==> config.mk <==
export PLATFORM = sky130hd
export DESIGN_NAME = spad_top
export DESIGN_NICKNAME = d
export VERILOG_FILES = /design/src/verilog/spad_pkg.sv /design/src/verilog/spad_ram_if.sv /design/src/verilog/spad_ctrl.sv /design/src/verilog/spad_lut_ram.sv /design/src/verilog/spad_top.sv
export VERILOG_INCLUDE_DIRS = /design/src /design/src/verilog
export SDC_FILE = /design/constraint.sdc
export NUM_CORES = 1
export LEC_CHECK = 0
export BUFFER_PORTS_ARGS = -buffer_cell sky130_fd_sc_hd__buf_2
export CAP_MARGIN = 20
export CORE_AREA = 2 2 206 188
export DETAILED_ROUTE_END_ITERATION = 12
export DIE_AREA = 0 0 208 190
export PLACE_DENSITY = 0.8
export SLEW_MARGIN = 20
export SYNTH_ARGS = -nofsm -noshare
export SYNTH_HDL_FRONTEND = slang
export SYNTH_SLANG_ARGS = --single-unit
export TNS_END_PERCENT = 10
==> constraint.sdc <==
create_clock -name clk -period 2.2 [get_ports clk]
set_clock_uncertainty 0.05 [all_clocks]
set_input_delay 0.33 -clock clk [delete_from_list [all_inputs] [get_ports clk]]
set_output_delay 0.33 -clock clk [all_outputs]
set_load 0.02 [all_outputs]
==> src/verilog/spad_macros.svh <==
`ifndef SPAD_MACROS_SVH
`define SPAD_MACROS_SVH

// the scratchpad holds 16 words of 32 bits with one enable per byte
`define SPAD_DATAW 32
`define SPAD_SIZE 16
`define SPAD_WRENW 4
`define SPAD_ADDRW 4

// read timing and same-address collision behavior of the RAM
`define SPAD_RADDR_REG 1
`define SPAD_WRITE_FIRST 1

`endif

==> src/verilog/spad_pkg.sv <==
`include "spad_macros.svh"

package spad_pkg;

    // one stored word
    typedef logic [`SPAD_DATAW-1:0] spad_data_t;

    // entry index into the scratchpad
    typedef logic [`SPAD_ADDRW-1:0] spad_addr_t;

    // one bit per byte lane
    typedef logic [`SPAD_WRENW-1:0] spad_wren_t;

    // the memory is unusable until the clear walk has covered every entry
    typedef enum logic {
        CLR_BUSY = 1'b0,
        CLR_DONE = 1'b1
    } clr_state_e;

endpackage

==> src/verilog/spad_ram_if.sv <==
interface spad_ram_if;
    import spad_pkg::*;

    // write port
    logic       write;
    spad_wren_t wren;
    spad_addr_t waddr;
    spad_data_t wdata;

    // read port
    logic       read;
    spad_addr_t raddr;
    spad_data_t rdata;

    modport ctrl (
        output write, wren, waddr, wdata,
        output read, raddr,
        input  rdata
    );

    modport ram (
        input  write, wren, waddr, wdata,
        input  read, raddr,
        output rdata
    );

endinterface

==> src/verilog/spad_ctrl.sv <==
`include "spad_macros.svh"

module spad_ctrl (
    input  logic                 clk,
    input  logic                 RADDR_RESET,
    output logic                 ready,

    input  logic                 wr_en,
    input  spad_pkg::spad_wren_t wr_be,
    input  spad_pkg::spad_addr_t wr_addr,
    input  spad_pkg::spad_data_t wr_data,

    input  logic                 rd_en,
    input  spad_pkg::spad_addr_t rd_addr,
    output logic                 rd_valid,
    output spad_pkg::spad_data_t rd_data,

    spad_ram_if.ctrl             ram
);
    import spad_pkg::*;

    clr_state_e state;
    clr_state_e state_next;
    spad_addr_t clr_cnt;
    logic       clr_last;
    logic       wr_acc;
    logic       rd_acc;

    assign clr_last = (clr_cnt == spad_addr_t'(`SPAD_SIZE - 1));

    always_comb begin
        state_next = state;
        case (state)
            CLR_BUSY: begin
                if (clr_last) begin
                    state_next = CLR_DONE;
                end
            end
            default: begin
                state_next = CLR_DONE;
            end
        endcase
    end

    always_ff @(posedge clk) begin
        if (RADDR_RESET) begin
            state <= CLR_BUSY;
        end else begin
            state <= state_next;
        end
    end

    // walks one entry per cycle while the clear is running
    always_ff @(posedge clk) begin
        if (RADDR_RESET) begin
            clr_cnt <= '0;
        end else if (state == CLR_BUSY) begin
            clr_cnt <= clr_cnt + spad_addr_t'(1);
        end
    end

    assign ready  = (state == CLR_DONE);
    assign wr_acc = wr_en && ready;
    assign rd_acc = rd_en && ready;

    // the clear walk owns the write port until every entry holds zero
    always_comb begin
        if (state == CLR_BUSY) begin
            ram.write = 1'b1;
            ram.wren  = '1;
            ram.waddr = clr_cnt;
            ram.wdata = '0;
        end else begin
            ram.write = wr_acc;
            ram.wren  = wr_be;
            ram.waddr = wr_addr;
            ram.wdata = wr_data;
        end
    end

    assign ram.read  = rd_acc;
    assign ram.raddr = rd_addr;
    assign rd_data   = ram.rdata;

    // rd_valid lines up with the RAM read latency
    if (`SPAD_RADDR_REG != 0) begin : g_rd_valid_reg
        logic rd_valid_r;

        always_ff @(posedge clk) begin
            if (RADDR_RESET) begin
                rd_valid_r <= 1'b0;
            end else begin
                rd_valid_r <= rd_acc;
            end
        end

        assign rd_valid = rd_valid_r;
    end else begin : g_rd_valid_comb
        assign rd_valid = rd_acc;
    end

endmodule

==> src/verilog/spad_lut_ram.sv <==
module spad_lut_ram #(
    parameter int DATAW       = 32,
    parameter int SIZE        = 16,
    parameter int WRENW       = 4,
    parameter bit RADDR_REG   = 1'b1,
    parameter bit WRITE_FIRST = 1'b1
) (
    input logic   clk,
    spad_ram_if.ram ram
);

    localparam int ADDRW = $clog2(SIZE);
    localparam int WSELW = DATAW / WRENW;

    logic [DATAW-1:0] mem [SIZE];

    // each lane is written only when its enable bit is set
    always_ff @(posedge clk) begin
        if (ram.write) begin
            for (int i = 0; i < WRENW; i++) begin
                if (ram.wren[i]) begin
                    mem[ram.waddr][i*WSELW +: WSELW] <= ram.wdata[i*WSELW +: WSELW];
                end
            end
        end
    end

    if (RADDR_REG) begin : g_sync_read
        if (WRITE_FIRST) begin : g_write_first
            logic [ADDRW-1:0] raddr_r;

            // the array is read after the edge, so a write on the same edge
            // is already visible through the registered address
            always_ff @(posedge clk) begin
                if (ram.read) begin
                    raddr_r <= ram.raddr;
                end
            end

            assign ram.rdata = mem[raddr_r];
        end else begin : g_read_first
            logic [DATAW-1:0] rdata_r;

            // old contents are sampled on the same edge the write lands
            always_ff @(posedge clk) begin
                if (ram.read) begin
                    rdata_r <= mem[ram.raddr];
                end
            end

            assign ram.rdata = rdata_r;
        end
    end else begin : g_async_read
        if (WRITE_FIRST) begin : g_write_first
            logic [DATAW-1:0] rdata_fwd;

            // forward the enabled lanes of a pending write to the same entry
            always_comb begin
                rdata_fwd = mem[ram.raddr];
                if (ram.write && (ram.waddr == ram.raddr)) begin
                    for (int i = 0; i < WRENW; i++) begin
                        if (ram.wren[i]) begin
                            rdata_fwd[i*WSELW +: WSELW] = ram.wdata[i*WSELW +: WSELW];
                        end
                    end
                end
            end

            assign ram.rdata = rdata_fwd;
        end else begin : g_read_first
            assign ram.rdata = mem[ram.raddr];
        end
    end

endmodule

==> src/verilog/spad_top.sv <==
`include "spad_macros.svh"

module spad_top (
    input  logic                 clk,
    input  logic                 RADDR_RESET,
    output logic                 ready,

    input  logic                 wr_en,
    input  spad_pkg::spad_wren_t wr_be,
    input  spad_pkg::spad_addr_t wr_addr,
    input  spad_pkg::spad_data_t wr_data,

    input  logic                 rd_en,
    input  spad_pkg::spad_addr_t rd_addr,
    output logic                 rd_valid,
    output spad_pkg::spad_data_t rd_data
);

    spad_ram_if ram_if ();

    spad_ctrl u_ctrl (
        .clk         (clk),
        .RADDR_RESET (RADDR_RESET),
        .ready       (ready),
        .wr_en       (wr_en),
        .wr_be       (wr_be),
        .wr_addr     (wr_addr),
        .wr_data     (wr_data),
        .rd_en       (rd_en),
        .rd_addr     (rd_addr),
        .rd_valid    (rd_valid),
        .rd_data     (rd_data),
        .ram         (ram_if.ctrl)
    );

    // registered read address with write-first collisions
    spad_lut_ram #(
        .DATAW       (`SPAD_DATAW),
        .SIZE        (`SPAD_SIZE),
        .WRENW       (`SPAD_WRENW),
        .RADDR_REG   (`SPAD_RADDR_REG),
        .WRITE_FIRST (`SPAD_WRITE_FIRST)
    ) u_ram (
        .clk (clk),
        .ram (ram_if.ram)
    );

endmodule
==> summary.md <==
| Metric | Value |
|---|---|
| Number of max-cap violations | 0 |
| Post-Synthesis Mean Instance Area | 21.2 um^2 |
| Synthesized cell area | 20300 um^2 |
| Element type at the critical path start | register |
| Total Wirelength | 45.1 mm |
| Drt pass-1 iters | 6 |
| Initial cell density of the core | 0.540 |
| Residual DRC count | 0 |
| Cells taking the most area after synthesis | sky130_fd_sc_hd__edfxtp_1 76%, sky130_fd_sc_hd__mux4_2 14%, sky130_fd_sc_hd__a22oi_1 2.4%, sky130_fd_sc_hd__nor3_1 1.6%, sky130_fd_sc_hd__and2_1 1.0% |
| Actual slew at the worst max-slew pin | 0.791 ns |
| Total via count in the routed design | 10362 |
| Clock tree from TritonCTS | built |
| Post-synth top area share | 0.763 |
| Storage element area | 15700 um^2 |
| Net switching power figure | 0.00386 W |
| Sum of negative setup slack | -15.63 ns |
| Int Power | 0.0163 W |
| Number of antenna violations at the first check in global routing | 3 |
| Via density | 6.11 |
| Cell count after synthesis | 958 |
| Largest net degree at the start of global routing | 33 |
| Layout cell share with drive strength beyond 1 | 0.396 |
| Setup WS pre-CTS | -0.0339 ns |
| Maximum level of the CTS H-tree | 2 |
| Clock input transition at the sequential cells of the worst setup and hold paths | 0.07 ns |
| Clk network pwr share | 0.423 |
| Post-detailed-route count of antenna-violating nets | 0 |
| GR Overflow Total | 0 |
| Final WS setup | -0.552 ns |
| Nets in the synthesized netlist | 1007 |
| Violated checks | negative setup slack |
| Final net count | 1216 |
| Switching portion of total power | 0.191 |
| Crit path cell chain | buf_12 > buf_12 > buf_12 > mux4_2 > a22oi_2 > nand2_1 > buf_6 |
| Final period demand of the worst path | 2.75 ns |
| Worst path most repeated cell | sky130_fd_sc_hd__buf_12 |
| Tot GR Track Use | 0.231 |
| Vertical die dimension | 190 um |
| Vias in the first global route | 10769 |
| Hold Path Class | input pin to register |
| Largest incremental delay on the critical path | 0.51 ns |
| Top cells by instance count after synthesis | 516 x sky130_fd_sc_hd__edfxtp_1, 128 x sky130_fd_sc_hd__mux4_2, 66 x sky130_fd_sc_hd__nor3_1, 64 x sky130_fd_sc_hd__a22oi_1, 35 x sky130_fd_sc_hd__nand2_1 |
| Critical path arrival | 2.37 ns |
| Cell at the root of the clock tree | sky130_fd_sc_hd__clkbuf_16 |
| Full die area | 39500 um^2 |
| CP required | 1.82 ns |
| Highest attainable clock frequency | 363 MHz |
| Number of endpoints with negative hold slack in the final report | 0 |
| Yosys synthesis warning count | 0 |
| Worst ir drop on vdd | 0.000611 V |
| Routability congestion estimate from global placement | 0.762 |
| Post-DP HPWL | 27.3 mm |
| Number of diodes added for antenna fixing | 0 |
| Number of buffer cells added on primary ports | 81 |
| Yosys top cell by area | sky130_fd_sc_hd__edfxtp_1 |
| Post-route fraction of the period consumed by the critical path | 1.25 |
| Most instantiated library cell after synthesis | sky130_fd_sc_hd__edfxtp_1 |
| Power density relative to cell area | 826 nW/um^2 |
| Part of the power in registers | 0.552 |
| Number of flip-flops and latches in the synthesized netlist | 526 |
| Io pins | 82 |
| Logic pwr share | 0.025 |
| CTS Buf Count | 50 |
| Crit path max-delay cell type | sky130_fd_sc_hd__mux4_2 |
| Average wire length per cell after detail routing | 26.6 um |
| Number of clock sinks seen by CTS | 526 |
| Overall power of the completed layout | 0.0202 W |
| Combined area of the multi-input logic cells | 4590 um^2 |
| Result of the run | complete, but fails checks |
| # rows | 68 |
| Peak fanout along the critical path | 6 |
| Post-synth EDFFs | 516 |
| # setup viols final | 32 |
| Filler Cell Count | 2404 |
| Pins Over Slew Limit | 0 |
| RSZ-0062 raised after global routing | yes |
| First-pass GRT wire length | 67.2 mm |
| Final non-filler cell area | 24400 um^2 |
| Die X | 208 um |
| Leakage Power | 8.54 nW |
| Iteration-0 DRC count of the detailed router | 1295 |
| Core region area | 37600 um^2 |
| Share of the yosys chip area belonging to registers | 0.773 |
| Headroom to the max-slew limit | 0.472 |
| Startpoint-to-endpoint class of the critical path | register to output port |
| Number of distinct library cell variants in the gate-level netlist after synthesis | 28 |
| Clk_lat worst skew | 0.56 ns |
| Instance area after placement | 22200 um^2 |
| Bufs on Longest Clock Path | 3 |
| Synth-to-Final Area Change | 20.3% |
| Most frequently used flop master after synthesis | sky130_fd_sc_hd__edfxtp_1 |
| Kind of capture point of the worst setup path | output port |
| Share of async-settable or async-resettable flops after synthesis | 0 |
| Post-layout util | 0.650 |
[kinds of logic after synthesis]
logic type | after synthesis | share of synthesized area
and+or+nand+nor | 152 | 0.0375
xor gates and xnor gates | 3 | 0.00129
muxes | 133 | 0.145
buffers and inverters | 66 | 0.0148
adders and majority gates | 1 | 0.000616
AOI/OAI and AO/OA | 77 | 0.0282
DFF | 526 | 0.773
[per-stage QoR]
step,instances,hold WS (ns)
6_report,1696,0.216
5_1_grt,1696,0.245
4_1_cts,1692,0.236
3_5_place_dp,1589,0.425
3_3_place_gp,1589,0.404
2_1_floorplan,958,0.352
[registers in the layout (all words and copies together) (netlist names), named ones only]
signal and flops:
u_ram.mem 512, u_ctrl.clr_cnt 4, u_ram.g_sync_read.g_write_first.raddr_r 4, u_ctrl.rd_valid 1, u_ctrl.ready 1
[path summary, 6_finish.rpt]
check | startpoint | endpoint | slack, ns | cells after the start
max | register | rd_data[30] | -0.55 | 7
min | rd_en | u_ctrl.rd_valid$_SDFF_PP0_ | 0.22 | 3
max reg2reg | u_ctrl.ready$_SDFF_PP0_ | u_ram.mem[15][31]$_DFFE_PP_ | 0.15 | 5
min reg2reg | u_ram.g_sync_read.g_write_first.raddr_r[1]$_DFFE_PP_ | register | 0.43 | 1
[cell type report]
| cell class | count | area share |
|---|---|---|
| clock buffer | 66 | 0.0571 |
| multi-input combinational | 366 | 0.188 |
| tap | 490 | 0.0251 |
| inverter | 4 | 0.000615 |
| clock inverter | 25 | 0.0102 |
| sequential | 526 | 0.643 |
| timing repair buffer | 219 | 0.0762 |
[worst max-delay path: cells and delay by family, from the launching register on]
| family | cells | cell delay [ns] |
|---|---|---|
| muxes | 1 | 0.51 |
| AOI/OAI and AO/OA | 1 | 0.18 |
| DFF | 1 | 0.47 |
| and+or+nand+nor | 1 | 0.10 |
| buffers and inverters | 4 | 0.54 |
[cell usage in the layout, fill, tap and decap left out, drive strengths merged, types with 3 or more instances in the layout]
master,Yosys,layout
dfxtp,10,10
nor3,66,66
edfxtp,516,516
a31oi,4,4
dlygate4sd3,0,5
a21boi,4,4
clkinv,0,20
inv,4,4
nor2b,3,3
nand2,35,35
mux2,4,4
and2,33,33
mux4,128,128
clkbuf,28,67
buf,34,213
a22oi,64,64
nor2,11,11
bufinv,0,5
[power by group through the flow]
stage	logic, W	clock network (W)	registers [W]
CTS	0.000506	0.00863	0.0111
floorplan	0.000243	0	0.0113
detailed placement	0.000486	0	0.0113
finish	0.000507	0.00854	0.0111
global route	0.000540	0.00901	0.0111
global placement	0.000479	0	0.0113
[routing by layer]
layer  wire, um  part of all wire  vias to the layer above  global-route usage
met5         26           0.00058                        -                   0
met4       1140             0.025                        4              0.0682
met3       3470             0.077                       70              0.0426
met2      22400              0.50                      473               0.380
met1      18100              0.40                     5396               0.321
li1           -                 -                     4419                   -
[what timing repair did]
item	4_1_cts	5_1_grt
pin swaps	23	17
resized for setup	52	30
gates cloned	3	1
setup endpoints to repair	32	41
setup buffers	4	4
hold buffers	5	0
hold endpoints to repair	10	0
(Power assumes the default switching activity.)
